### src/obi_integrity_pkg.sv
// OBI data port integrity definitions
`default_nettype none

package obi_integrity_pkg;

  // Bus field widths
  localparam int unsigned ADDR_W    = 32;
  localparam int unsigned DATA_W    = 32;
  localparam int unsigned BE_W      = 4;
  localparam int unsigned PROT_W    = 3;
  localparam int unsigned MEMTYPE_W = 2;
  localparam int unsigned ATOP_W    = 6;
  localparam int unsigned MID_W     = 8;

  // Checksum widths and the rchk bit that covers err and exokay
  localparam int unsigned ACHK_W       = 13;
  localparam int unsigned RCHK_W       = 5;
  localparam int unsigned RCHK_ERR_BIT = 4;

  // Number of bytes covered by one parity bit group
  localparam int unsigned WORD_BYTES = 4;

  // Credits, i.e. depth of the outstanding transaction FIFO
  localparam int unsigned MAX_OUTSTANDING = 2;
  localparam int unsigned OUTST_CNT_W     = 2;
  localparam int unsigned TRK_PTR_W       = 1;

  // One record per granted request
  typedef struct packed {
    logic is_store;
    logic gnt_par_err;
    logic had_integrity;
  } txn_rec_t;

  // Even parity of each byte of a word, high byte first
  function automatic logic [WORD_BYTES-1:0] byte_par(input logic [DATA_W-1:0] word);
    logic [WORD_BYTES-1:0] par;
    for (int unsigned i = 0; i < WORD_BYTES; i++) begin
      par[i] = ^word[8*i +: 8];
    end
    return par;
  endfunction

endpackage

`default_nettype wire

### src/obi_integrity_ifs.sv
// Internal interfaces of the integrity unit
`timescale 1ns/1ps
`default_nettype none

// Encoder to tracker, record push and credit state
interface credit_if;
  logic                        push;
  obi_integrity_pkg::txn_rec_t rec;
  logic                        credit_avail;
  logic                        ack_rec;

  modport encoder (
    output push, rec,
    input  credit_avail, ack_rec
  );

  modport tracker (
    input  push, rec,
    output credit_avail, ack_rec
  );
endinterface

// Tracker to checker, head record and response pop
interface resp_if;
  logic                        head_valid;
  obi_integrity_pkg::txn_rec_t head_rec;
  logic                        pop;
  logic                        free_pop;

  modport tracker (
    output head_valid, head_rec, free_pop,
    input  pop
  );

  modport chk (
    input  head_valid, head_rec, free_pop,
    output pop
  );
endinterface

`default_nettype wire

### src/obi_alert_ctrl.sv
// Integrity enable and major alert
`timescale 1ns/1ps
`default_nettype none

module obi_alert_ctrl (
  input  wire logic clk_i,
  input  wire logic rst,
  input  wire logic csr_we,
  input  wire logic csr_wdata,
  output logic      integrity_enabled,
  input  wire logic gnt_par_fault,
  input  wire logic rvalid_par_fault,
  input  wire logic rchk_fault,
  output logic      alert_major
);

  logic enable_q;
  logic alert_q;

  // Checking is on out of reset
  always_ff @(posedge clk_i) begin
    if (rst) begin
      enable_q <= 1'b1;
    end else if (csr_we) begin
      enable_q <= csr_wdata;
    end
  end

  // One alert cycle for every faulty cycle
  always_ff @(posedge clk_i) begin
    if (rst) begin
      alert_q <= 1'b0;
    end else begin
      alert_q <= gnt_par_fault | rvalid_par_fault | rchk_fault;
    end
  end

  assign integrity_enabled = enable_q;
  assign alert_major       = alert_q;

endmodule

`default_nettype wire

### src/obi_integrity_unit.sv
// OBI data port integrity unit
`timescale 1ns/1ps
`default_nettype none

module obi_integrity_unit (
  input  wire logic                                    clk_i,
  input  wire logic                                    rst,
  // Core side
  input  wire logic                                    core_req,
  input  wire logic [obi_integrity_pkg::ADDR_W-1:0]    core_addr,
  input  wire logic [obi_integrity_pkg::DATA_W-1:0]    core_wdata,
  input  wire logic [obi_integrity_pkg::BE_W-1:0]      core_be,
  input  wire logic                                    core_we,
  input  wire logic                                    core_dbg,
  input  wire logic [obi_integrity_pkg::PROT_W-1:0]    core_prot,
  input  wire logic [obi_integrity_pkg::MEMTYPE_W-1:0] core_memtype,
  output logic                                         core_ready,
  output logic                                         core_rvalid,
  output logic [obi_integrity_pkg::DATA_W-1:0]         core_rdata,
  output logic                                         core_err,
  output logic                                         core_integrity_err,
  // Bus address phase
  output logic                                         obi_req,
  output logic                                         obi_reqpar,
  output logic [obi_integrity_pkg::ACHK_W-1:0]         obi_achk,
  output logic [obi_integrity_pkg::ADDR_W-1:0]         obi_addr,
  output logic [obi_integrity_pkg::DATA_W-1:0]         obi_wdata,
  output logic [obi_integrity_pkg::BE_W-1:0]           obi_be,
  output logic                                         obi_we,
  output logic                                         obi_dbg,
  output logic [obi_integrity_pkg::PROT_W-1:0]         obi_prot,
  output logic [obi_integrity_pkg::MEMTYPE_W-1:0]      obi_memtype,
  input  wire logic                                    obi_gnt,
  input  wire logic                                    obi_gntpar,
  // Bus response phase
  input  wire logic                                    obi_rvalid,
  input  wire logic                                    obi_rvalidpar,
  input  wire logic [obi_integrity_pkg::DATA_W-1:0]    obi_rdata,
  input  wire logic                                    obi_err,
  input  wire logic                                    obi_exokay,
  input  wire logic [obi_integrity_pkg::RCHK_W-1:0]    obi_rchk,
  // Control and alert
  input  wire logic                                    csr_we,
  input  wire logic                                    csr_wdata,
  output logic                                         integrity_enabled,
  output logic                                         alert_major
);

  logic gnt_par_fault;
  logic rvalid_par_fault;
  logic rchk_fault;

  credit_if i_credit_if ();
  resp_if   i_resp_if ();

  // Address phase fields go to the bus unchanged
  assign obi_addr    = core_addr;
  assign obi_wdata   = core_wdata;
  assign obi_be      = core_be;
  assign obi_we      = core_we;
  assign obi_dbg     = core_dbg;
  assign obi_prot    = core_prot;
  assign obi_memtype = core_memtype;

  obi_req_encoder i_obi_req_encoder (
    .clk_i             (clk_i),
    .rst               (rst),
    .core_req          (core_req),
    .core_addr         (core_addr),
    .core_wdata        (core_wdata),
    .core_be           (core_be),
    .core_we           (core_we),
    .core_dbg          (core_dbg),
    .core_prot         (core_prot),
    .core_memtype      (core_memtype),
    .core_ready        (core_ready),
    .obi_req           (obi_req),
    .obi_reqpar        (obi_reqpar),
    .obi_achk          (obi_achk),
    .obi_gnt           (obi_gnt),
    .obi_gntpar        (obi_gntpar),
    .integrity_enabled (integrity_enabled),
    .credit            (i_credit_if.encoder),
    .gnt_par_fault     (gnt_par_fault)
  );

  obi_txn_tracker i_obi_txn_tracker (
    .clk_i  (clk_i),
    .rst    (rst),
    .credit (i_credit_if.tracker),
    .resp   (i_resp_if.tracker)
  );

  obi_resp_checker i_obi_resp_checker (
    .obi_rvalid         (obi_rvalid),
    .obi_rvalidpar      (obi_rvalidpar),
    .obi_rdata          (obi_rdata),
    .obi_err            (obi_err),
    .obi_exokay         (obi_exokay),
    .obi_rchk           (obi_rchk),
    .integrity_enabled  (integrity_enabled),
    .resp               (i_resp_if.chk),
    .core_rvalid        (core_rvalid),
    .core_rdata         (core_rdata),
    .core_err           (core_err),
    .core_integrity_err (core_integrity_err),
    .rvalid_par_fault   (rvalid_par_fault),
    .rchk_fault         (rchk_fault)
  );

  obi_alert_ctrl i_obi_alert_ctrl (
    .clk_i             (clk_i),
    .rst               (rst),
    .csr_we            (csr_we),
    .csr_wdata         (csr_wdata),
    .integrity_enabled (integrity_enabled),
    .gnt_par_fault     (gnt_par_fault),
    .rvalid_par_fault  (rvalid_par_fault),
    .rchk_fault        (rchk_fault),
    .alert_major       (alert_major)
  );

endmodule

`default_nettype wire

### src/obi_req_encoder.sv
// OBI request encoder
`timescale 1ns/1ps
`default_nettype none

module obi_req_encoder (
  input  wire logic                                      clk_i,
  input  wire logic                                      rst,
  input  wire logic                                      core_req,
  input  wire logic [obi_integrity_pkg::ADDR_W-1:0]      core_addr,
  input  wire logic [obi_integrity_pkg::DATA_W-1:0]      core_wdata,
  input  wire logic [obi_integrity_pkg::BE_W-1:0]        core_be,
  input  wire logic                                      core_we,
  input  wire logic                                      core_dbg,
  input  wire logic [obi_integrity_pkg::PROT_W-1:0]      core_prot,
  input  wire logic [obi_integrity_pkg::MEMTYPE_W-1:0]   core_memtype,
  output logic                                           core_ready,
  output logic                                           obi_req,
  output logic                                           obi_reqpar,
  output logic [obi_integrity_pkg::ACHK_W-1:0]           obi_achk,
  input  wire logic                                      obi_gnt,
  input  wire logic                                      obi_gntpar,
  input  wire logic                                      integrity_enabled,
  credit_if.encoder                                      credit,
  output logic                                           gnt_par_fault
);

  logic [obi_integrity_pkg::ATOP_W-1:0] atop;
  logic [obi_integrity_pkg::MID_W-1:0]  mid;
  logic                                 gnt_fault_seen_q;

  // Atomics and manager id are not used by this port
  assign atop = '0;
  assign mid  = '0;

  // No credit means no request on the bus
  assign obi_req    = core_req & credit.credit_avail;
  assign obi_reqpar = ~obi_req;
  assign core_ready = obi_gnt & credit.credit_avail;

  assign obi_achk = {
    obi_integrity_pkg::byte_par(core_wdata),
    ~^core_dbg,
    ^atop,
    ^mid,
    ~^{core_be, core_we},
    ~^{core_prot, core_memtype},
    obi_integrity_pkg::byte_par(core_addr)
  };

  assign gnt_par_fault = (obi_gntpar == obi_gnt);

  // Grant parity faults seen while the request waits belong to that request
  always_ff @(posedge clk_i) begin
    if (rst) begin
      gnt_fault_seen_q <= 1'b0;
    end else if (credit.ack_rec) begin
      gnt_fault_seen_q <= 1'b0;
    end else if (obi_req && gnt_par_fault) begin
      gnt_fault_seen_q <= 1'b1;
    end
  end

  assign credit.push              = obi_req & obi_gnt;
  assign credit.rec.is_store      = core_we;
  assign credit.rec.gnt_par_err   = gnt_par_fault | gnt_fault_seen_q;
  assign credit.rec.had_integrity = integrity_enabled;

endmodule

`default_nettype wire

### src/obi_resp_checker.sv
// OBI response integrity checker
`timescale 1ns/1ps
`default_nettype none

module obi_resp_checker (
  input  wire logic                                 obi_rvalid,
  input  wire logic                                 obi_rvalidpar,
  input  wire logic [obi_integrity_pkg::DATA_W-1:0] obi_rdata,
  input  wire logic                                 obi_err,
  input  wire logic                                 obi_exokay,
  input  wire logic [obi_integrity_pkg::RCHK_W-1:0] obi_rchk,
  input  wire logic                                 integrity_enabled,
  resp_if.chk                                       resp,
  output logic                                      core_rvalid,
  output logic [obi_integrity_pkg::DATA_W-1:0]      core_rdata,
  output logic                                      core_err,
  output logic                                      core_integrity_err,
  output logic                                      rvalid_par_fault,
  output logic                                      rchk_fault
);

  localparam int unsigned ERR_BIT = obi_integrity_pkg::RCHK_ERR_BIT;

  logic [obi_integrity_pkg::RCHK_W-1:0] rchk_calc;
  logic                                 rchk_mismatch;
  logic                                 gnt_err;

  assign rchk_calc = {^{obi_err, obi_exokay}, obi_integrity_pkg::byte_par(obi_rdata)};

  // Stores carry no read data, so only the err/exokay bit is meaningful
  always_comb begin
    if (resp.head_rec.is_store) begin
      rchk_mismatch = (obi_rchk[ERR_BIT] != rchk_calc[ERR_BIT]);
    end else begin
      rchk_mismatch = (obi_rchk != rchk_calc);
    end
  end

  assign resp.pop = obi_rvalid & resp.head_valid;

  assign rvalid_par_fault = (obi_rvalidpar == obi_rvalid);

  // Ignored unless enabled now and when the request went out
  assign rchk_fault = resp.free_pop & integrity_enabled & resp.head_rec.had_integrity &
                      rchk_mismatch;

  assign gnt_err = resp.free_pop & resp.head_rec.gnt_par_err;

  assign core_rvalid        = obi_rvalid;
  assign core_rdata         = obi_rdata;
  assign core_err           = obi_err;
  assign core_integrity_err = obi_rvalid & (rchk_fault | rvalid_par_fault | gnt_err);

endmodule

`default_nettype wire

### src/obi_txn_tracker.sv
// Outstanding transaction tracker
`timescale 1ns/1ps
`default_nettype none

module obi_txn_tracker (
  input  wire logic clk_i,
  input  wire logic rst,
  credit_if.tracker credit,
  resp_if.tracker   resp
);

  localparam int unsigned DEPTH = obi_integrity_pkg::MAX_OUTSTANDING;
  localparam int unsigned PTR_W = obi_integrity_pkg::TRK_PTR_W;
  localparam int unsigned CNT_W = obi_integrity_pkg::OUTST_CNT_W;

  obi_integrity_pkg::txn_rec_t mem [DEPTH];

  logic [PTR_W-1:0] wptr_q;
  logic [PTR_W-1:0] rptr_q;
  logic [CNT_W-1:0] count_q;
  logic             wr_en;
  logic             rd_en;

  assign credit.credit_avail = (count_q < CNT_W'(DEPTH));
  assign resp.head_valid     = (count_q != '0);
  assign resp.head_rec       = mem[rptr_q];

  assign wr_en = credit.push & credit.credit_avail;
  assign rd_en = resp.pop & resp.head_valid;

  assign credit.ack_rec = wr_en;
  // Each accepted pop hands one credit back
  assign resp.free_pop  = rd_en;

  always_ff @(posedge clk_i) begin
    if (wr_en) begin
      mem[wptr_q] <= credit.rec;
    end
  end

  always_ff @(posedge clk_i) begin
    if (rst) begin
      wptr_q  <= '0;
      rptr_q  <= '0;
      count_q <= '0;
    end else begin
      if (wr_en) begin
        wptr_q <= (wptr_q == PTR_W'(DEPTH - 1)) ? '0 : wptr_q + 1'b1;
      end
      if (rd_en) begin
        rptr_q <= (rptr_q == PTR_W'(DEPTH - 1)) ? '0 : rptr_q + 1'b1;
      end
      // Push and pop together leave the count unchanged
      case ({wr_en, rd_en})
        2'b10:   count_q <= count_q + 1'b1;
        2'b01:   count_q <= count_q - 1'b1;
        default: count_q <= count_q;
      endcase
    end
  end

endmodule

`default_nettype wire

### config.mk
export PLATFORM = sky130hd
export DESIGN_NAME = obi_integrity_unit
export DESIGN_NICKNAME = d
export VERILOG_FILES = /design/src/obi_integrity_pkg.sv /design/src/obi_integrity_ifs.sv /design/src/obi_alert_ctrl.sv /design/src/obi_integrity_unit.sv /design/src/obi_req_encoder.sv /design/src/obi_resp_checker.sv /design/src/obi_txn_tracker.sv
export SDC_FILE = /design/constraint.sdc
export NUM_CORES = 1
export LEC_CHECK = 0
export ABC_AREA = 1
export CAP_MARGIN = 20
export CORE_AREA = 2 2 98 100
export DETAILED_ROUTE_END_ITERATION = 8
export DIE_AREA = 0 0 100 102
export DONT_BUFFER_PORTS = 1
export GPL_ROUTABILITY_DRIVEN = 0
export HOLD_SLACK_MARGIN = 0.1
export PLACE_DENSITY = 0.52
export SYNTH_ARGS = -nofsm -noshare
export SYNTH_HDL_FRONTEND = slang
export SYNTH_HIERARCHICAL = 1
export SYNTH_SLANG_ARGS = --single-unit
### constraint.sdc
create_clock -name clk_i -period 3.41 [get_ports clk_i]
set_clock_uncertainty 0.1 [all_clocks]
set_input_delay 0.682 -clock clk_i [delete_from_list [all_inputs] [get_ports clk_i]]
set_output_delay 0.682 -clock clk_i [all_outputs]
set_load 0.1 [all_outputs]
==> results of run 1 <==
==> report_power, final <==
part	leakage (nW)	internal, mW	switching, mW
clock	0.0231	0.0794	0.0537
sequential	0.120	0.186	0.0133
combinational	1.99	0.141	0.345
total	2.14	0.406	0.412
==> registers in the layout, indices dropped and copies added, names as in the netlist, named ones only <==
| name | flops |
|---|---|
| i_obi_alert_ctrl/alert_major | 1 |
| i_obi_alert_ctrl/integrity_enabled | 1 |
| i_obi_req_encoder/gnt_fault_seen_q | 1 |
| i_obi_txn_tracker/count_q | 2 |
| i_obi_txn_tracker/mem | 6 |
| i_obi_txn_tracker/rptr_q | 1 |
| i_obi_txn_tracker/wptr_q | 1 |
==> cells by family after synthesis <==
group	Yosys count
adders and majority gates	1
other	1
and+or+nand+nor	426
muxes	3
DFF	14
buffers and inverters	225
AOI/OAI and AO/OA	8
xor gates and xnor gates	25
==> critical path: stages <==
cell and delay (ps):
xnor2_1 240, inv_1 70, nand3_1 90, nand3_1 80
nand2_1 70, nor2_1 40, nand2_1 60, nand2_1 50
nand2_1 60, nand2_2 60, a21oi_2 120, buf_4 300
==> cells in the mapped netlist (3+ instances only) <==
| cell type | n | share of area [%] |
|---|---|---|
| nand2_2 | 3 | 0.52 |
| mux2_2 | 3 | 0.94 |
| nor2_1 | 12 | 1.3 |
| nand3_1 | 15 | 2.1 |
| a21oi_1 | 5 | 0.70 |
| nand2_1 | 386 | 40 |
| xor2_1 | 11 | 2.7 |
| inv_2 | 3 | 0.31 |
| dfxtp_1 | 8 | 4.5 |
| buf_4 | 113 | 24 |
| edfxtp_1 | 6 | 5.0 |
| inv_1 | 108 | 11 |
| xnor2_1 | 14 | 3.4 |
==> area by class of cell <==
type | count | area [um2]
clock inverter | 1 | 3.75
clock buffer | 3 | 41.3
tap | 111 | 139
inverter | 112 | 425
sequential | 14 | 340
timing repair buffer | 13 | 97.6
multi-input combinational | 465 | 1990
fill | 1040 | 6070
==> stage by stage <==
step           instances  worst slack (ps)
2_1_floorplan        704               353
3_3_place_gp         715               703
3_5_place_dp         715               692
4_1_cts              719               683
5_1_grt              719               529
6_report             719               722
==> worst max path at each step <==
stage,startpoint,endpoint,slack (ps),cells after the start
after floorplan,obi_rdata[16],core_integrity_err,350,16
after global routing,obi_rdata[17],core_integrity_err,530,17
after global placement,obi_rdata[31],core_integrity_err,700,12
final,obi_rdata[31],core_integrity_err,720,12
after detailed placement,obi_rdata[31],core_integrity_err,690,12
after CTS,obi_rdata[31],core_integrity_err,680,12
==> layer usage <==
| metal | wire length (um) | vias up | track usage [%] | share of wire, % |
|---|---|---|---|---|
| met5 | 0 | - | 0 | 0 |
| met4 | 49 | 0 | 2.42 | 0.73 |
| met3 | 491 | 8 | 1.64 | 7.3 |
| met2 | 3290 | 141 | 23.7 | 49 |
| met1 | 2890 | 1298 | 13.1 | 43 |
| li1 | - | 1733 | - | - |
==> impl_metrics.env, run 1 <==
export IMPL_max_slew_margin_pct=36.2
export IMPL_die_h_um=102
export IMPL_final_cell_area_um2=3030
export IMPL_clk_pin_slew_ps=60
export IMPL_timing_final_crit_share_pct=78.8
export IMPL_reg2reg_depth=5
export IMPL_synth_top_family_by_area="simple AND/OR/NAND/NOR gates"
export IMPL_ys_seq_area_share_pct=9.46
export IMPL_post_cts_resized=0
export IMPL_synth_mux_area_share_pct=0.939
export IMPL_hold_class="reg -> reg"
export IMPL_startpoint_type="input port"
export IMPL_synthAdderAreaFrac_pct=0.348
export IMPL_die_w_um=100
export IMPL_worst_hold_path_endpoint="i_obi_req_encoder/gnt_fault_seen_q"
export IMPL_antenna_cells=0
export IMPL_dpl_cell_area_um2=2990
export IMPL_die_area_um2=10200
export IMPL_clk_path_buf_depth=2
export IMPL_rsz0062_at_grt="false"
export IMPL_clock_sinks=14
export IMPL_dp_hpwl_um=5910
export IMPL_antenna_found_initial=0
export IMPL_cts_tree="done"
export IMPL_std_cell_rows=35
export IMPL_cts_setup_buffers=0
export IMPL_worst_pin_slew_ps=955
export IMPL_syn_instance_count=703
export IMPL_worstSkewPairLatency_ps=240
export IMPL_cap_violations=0
export IMPL_grt_max_degree=9
export IMPL_start_util_pct=39.5
export IMPL_synthFlopType="dfxtp_1"
export IMPL_status="finished clean"
export IMPL_r2r_end="i_obi_req_encoder/gnt_fault_seen_q"
export IMPL_synth_avg_cell_area_um2=5.12
export IMPL_synth_simple_gate_area_share_pct=46.3
export IMPL_synth_seq_cells=14
export IMPL_syn_area_um2=3600
export IMPL_wl_per_cell_um=9.35
export IMPL_wirelength_um=6720
export IMPL_hold_depth=2
export IMPL_p_per_area_nw_per_um2=270
export IMPL_holdWs_ps=377
export IMPL_crit_required_ps=2630
export IMPL_power_mw=0.818
export IMPL_hold_viol_final=0
export IMPL_synthXorXnorAreaFrac_pct=6.09
export IMPL_areaGrowthSynthToFinish_pct=-15.7
export IMPL_critPathArrivalTime_ps=1910
export IMPL_nets=733
export IMPL_min_period_ps=2690
export IMPL_gr_usage_all_layers_pct=11.8
export IMPL_drc_errors=0
export IMPL_io_buffer_count=0
export IMPL_final_common_cell="nand2_1"
export IMPL_drt_antenna_violating_nets=0
export IMPL_vias=3180
export IMPL_ys_warn_count=6
export IMPL_max_freq_mhz=372
export IMPL_maxSlewViolCount=0
export IMPL_synth_distinct_cells=26
export IMPL_critical_path_class="in -> out"
export IMPL_final_core_util_pct=33.3
export IMPL_core_um2=9110
export IMPL_drt_first_pass_iters=4
export IMPL_htree_levels=1
export IMPL_cts_hold_buf=0
export IMPL_grt_overflow=0
export IMPL_leakage_nw=2.14
export IMPL_clock_tree_root_cell="clkbuf_8"
export IMPL_crit_fanout=2
export IMPL_async_reset_ff_share_pct=0
export IMPL_synth_compound_area_share_pct=1.32
export IMPL_irDropWorstVdd_mv=0.152
export IMPL_drive_gt1_share_pct=5.59
export IMPL_final_cell_mix="nand2_1, inv_1, nand3_1"
export IMPL_hold_path_startpoint="i_obi_req_encoder/gnt_fault_seen_q"
export IMPL_final_setup_viol_count=0
export IMPL_reg2reg_from="i_obi_txn_tracker/count_q[1]"
export IMPL_vias_per_cell=4.42
export IMPL_end_kind="primary output"
export IMPL_drtIter0Drc=51
export IMPL_ios=251
export IMPL_cts_made_buffers=3
export IMPL_grt_pass1_wl_um=10200
export IMPL_grt_pass1_vias=2645
export IMPL_setup_tns_ps=0
export IMPL_synth_edf_count=6
export IMPL_reg2reg_slack_ps=1800
Power figures use the tool's default switching activity.
==> inputs of run 2 (changes only) <==
Settings changed: PLACE_DENSITY 0.52 to 0.54.
Clock period 3.41 ns to 2.35 ns, I/O delays scaled along.
==> run 2 against run 1 <==
Compared with the run above: count of clock-buffer cells in the layout stayed put; sequential share of layout area fell by 0.32 points; register-to-register slack got worse by 1000 ps; combinational power is 52% higher; largest cell class unchanged; sequential cell count unchanged; critical path depth is 5 higher; hold slack got worse by 190 ps; clock power up 50%; core utilization increased by 0.98 points; cell count up 0.42%; first-iteration DRC count decreased by 27%.
==> impl_metrics.env, run 2 (synthesis gave the netlist of run 1 again) <==
export IMPL_crit_fanout=3
export IMPL_clock_sinks=14
export IMPL_critPathMaxStageDelay_ps=190
export IMPL_clk_pin_slew_ps=60
export IMPL_drc_errors=0
export IMPL_final_setup_viol_count=0
export IMPL_path_cells="inv_2 > nand2_4 > nand2_1 > nand2_1 > nand2_1 > nand2_1 > nand2_1 > nand2_1 > nand2_1 > nand2_1 > inv_2 > nand2_2 > nand2_2 > nand2_4 > nand2_4 > a21oi_4 > buf_12"
export IMPL_nets=736
export IMPL_crit_required_ps=1780
export IMPL_std_cell_rows=35
export IMPL_timing_final_crit_share_pct=93.8
export IMPL_r2r_end="i_obi_txn_tracker/count_q[1]"
export IMPL_max_slew_margin_pct=66.0
export IMPL_final_common_cell="nand2_1"
export IMPL_grt_pass1_vias=2835
export IMPL_worst_pin_slew_ps=509
export IMPL_grt_overflow=0
export IMPL_hold_class="in -> reg"
export IMPL_setup_tns_ps=0
export IMPL_start_util_pct=39.5
export IMPL_worst_hold_path_endpoint="i_obi_alert_ctrl/alert_major"
export IMPL_vias_per_cell=4.48
export IMPL_clock_tree_root_cell="clkbuf_8"
export IMPL_status="finished clean"
export IMPL_p_per_area_nw_per_um2=389
export IMPL_largest_reg_flops=6
export IMPL_seqPwrFrac_pct=22.8
export IMPL_wirelength_um=6500
export IMPL_p_comb_share_pct=60.8
export IMPL_routed_top_layer="met4"
export IMPL_reg2reg_depth=12
export IMPL_grt_pass1_wl_um=10400
export IMPL_reg2reg_from="i_obi_txn_tracker/count_q[1]"
export IMPL_dp_hpwl_um=5720
export IMPL_areaGrowthSynthToFinish_pct=-13.2
export IMPL_cts_hold_buf=0
export IMPL_route_met3_wl_um=426
export IMPL_critPathArrivalTime_ps=1630
export IMPL_cp_slowest_cell="buf_12"
export IMPL_clk_path_buf_depth=2
export IMPL_die_w_um=100
export IMPL_antenna_cells=0
export IMPL_drtIter0Drc=37
export IMPL_hold_viol_final=0
export IMPL_gr_usage_all_layers_pct=11.7
export IMPL_io_buffer_count=0
export IMPL_cap_violations=0
export IMPL_vias=3233
export IMPL_antenna_found_initial=0
export IMPL_maxSlewViolCount=0
export IMPL_wl_met1_um=2630
export IMPL_drt_first_pass_iters=4
export IMPL_top_register="i_obi_txn_tracker/mem"
export IMPL_fin_cells=722
export IMPL_rsz0062_at_grt="false"
export IMPL_grt_max_degree=9
export IMPL_hold_path_startpoint="rst"
export IMPL_irDropWorstVdd_mv=0.255
export IMPL_die_h_um=102
export IMPL_min_period_ps=2200
export IMPL_switching_power_mw=0.612
export IMPL_cts_tree="done"
export IMPL_worstSkewPairLatency_ps=240
export IMPL_wl_met2_um=3380
export IMPL_startpoint_type="input port"
export IMPL_max_freq_mhz=454
export IMPL_p_int_mw=0.603
export IMPL_cpMostUsedCell="nand2_1"
export IMPL_reg2reg_slack_ps=770
export IMPL_htree_levels=1
export IMPL_end_kind="primary output"
export IMPL_dp_cells=718
export IMPL_final_cell_mix="nand2_1, inv_1, buf_4"
export IMPL_swShare_pct=50.4
export IMPL_drt_antenna_violating_nets=0
export IMPL_clockPowerShare_pct=16.4
export IMPL_wl_per_cell_um=9.00
export IMPL_leakage_nw=2.17
export IMPL_largestRegisters="i_obi_txn_tracker/mem: 6 flops, i_obi_txn_tracker/count_q: 2 flops"
export IMPL_hold_depth=1
export IMPL_die_area_um2=10200
export IMPL_ios=251
export IMPL_critical_path_class="in -> out"
export IMPL_drive_gt1_share_pct=7.86
export IMPL_cts_made_buffers=3
export IMPL_core_um2=9110
-- run 2: cell types whose count changed in the layout (fill, tap and decap cells not counted), sizes merged --
| cell | before | now |
|---|---|---|
| buf | 13 | 16 |
| clkinvlp | 0 | 1 |
| inv | 111 | 110 |
-- run 2: worst max-delay path by stage --
stage | from | end | slack [ps] | depth (start not counted)
2_1_floorplan | i_obi_alert_ctrl/integrity_enabled | core_integrity_err | -50 | 4
3_3_place_gp | obi_rdata[29] | core_integrity_err | 70 | 14
3_5_place_dp | obi_rdata[29] | core_integrity_err | 50 | 14
4_1_cts | obi_rdata[29] | core_integrity_err | 40 | 14
5_1_grt | obi_rdata[8] | core_integrity_err | 2 | 17
6_report | obi_rdata[16] | core_integrity_err | 150 | 17
-- run 2: repair_timing --
item,CTS,global route
buffers inserted,0,0
resized for setup,0,13
setup endpoints to repair,0,1
-- run 2: power groups by stage --
stage,sequential (mW),clock [mW],combinational [mW]
2_1_floorplan,0.301,0,1.48
3_3_place_gp,0.282,0,0.718
3_5_place_dp,0.282,0,0.733
4_1_cts,0.277,0.209,0.735
5_1_grt,0.279,0.216,0.826
6_report,0.277,0.200,0.739
-- run 2: area by class of cell --
class	count	area [um2]
Inverter	112	432
Sequential cell	14	340
Clock inverter	1	3.75
Fill cell	1065	5990
Timing Repair Buffer	16	133
Clock buffer	3	41.3
Tap cell	111	139
Multi-Input combinational cell	465	2030
-- run 2: stage by stage --
stage	total power, mW	util (%)	setup slack [ps]	area, um2	hold WS (ps)
4_1_cts	1.22	33.8	38.9	3080	180
3_5_place_dp	1.02	33.4	47.2	3040	361
2_1_floorplan	1.78	-	-51.8	3610	329
5_1_grt	1.32	34.3	2.18	3120	182
3_3_place_gp	1.00	33.4	72.3	3040	348
6_report	1.22	34.3	146	3120	188
-- run 2: worst max-delay path: cells and delay by family --
kind | cells | cell delay, ps
compound gates | 1 | 160
buf+inv | 3 | 260
simple gates | 13 | 730
-- run 2: layer usage --
| layer | track usage [%] | vias to the layer above |
|---|---|---|
| met3 | 1.71 | 9 |
| met4 | 2.63 | 0 |
| li1 | - | 1741 |
| met2 | 24.7 | 127 |
| met1 | 12.0 | 1356 |
| met5 | 0 | - |
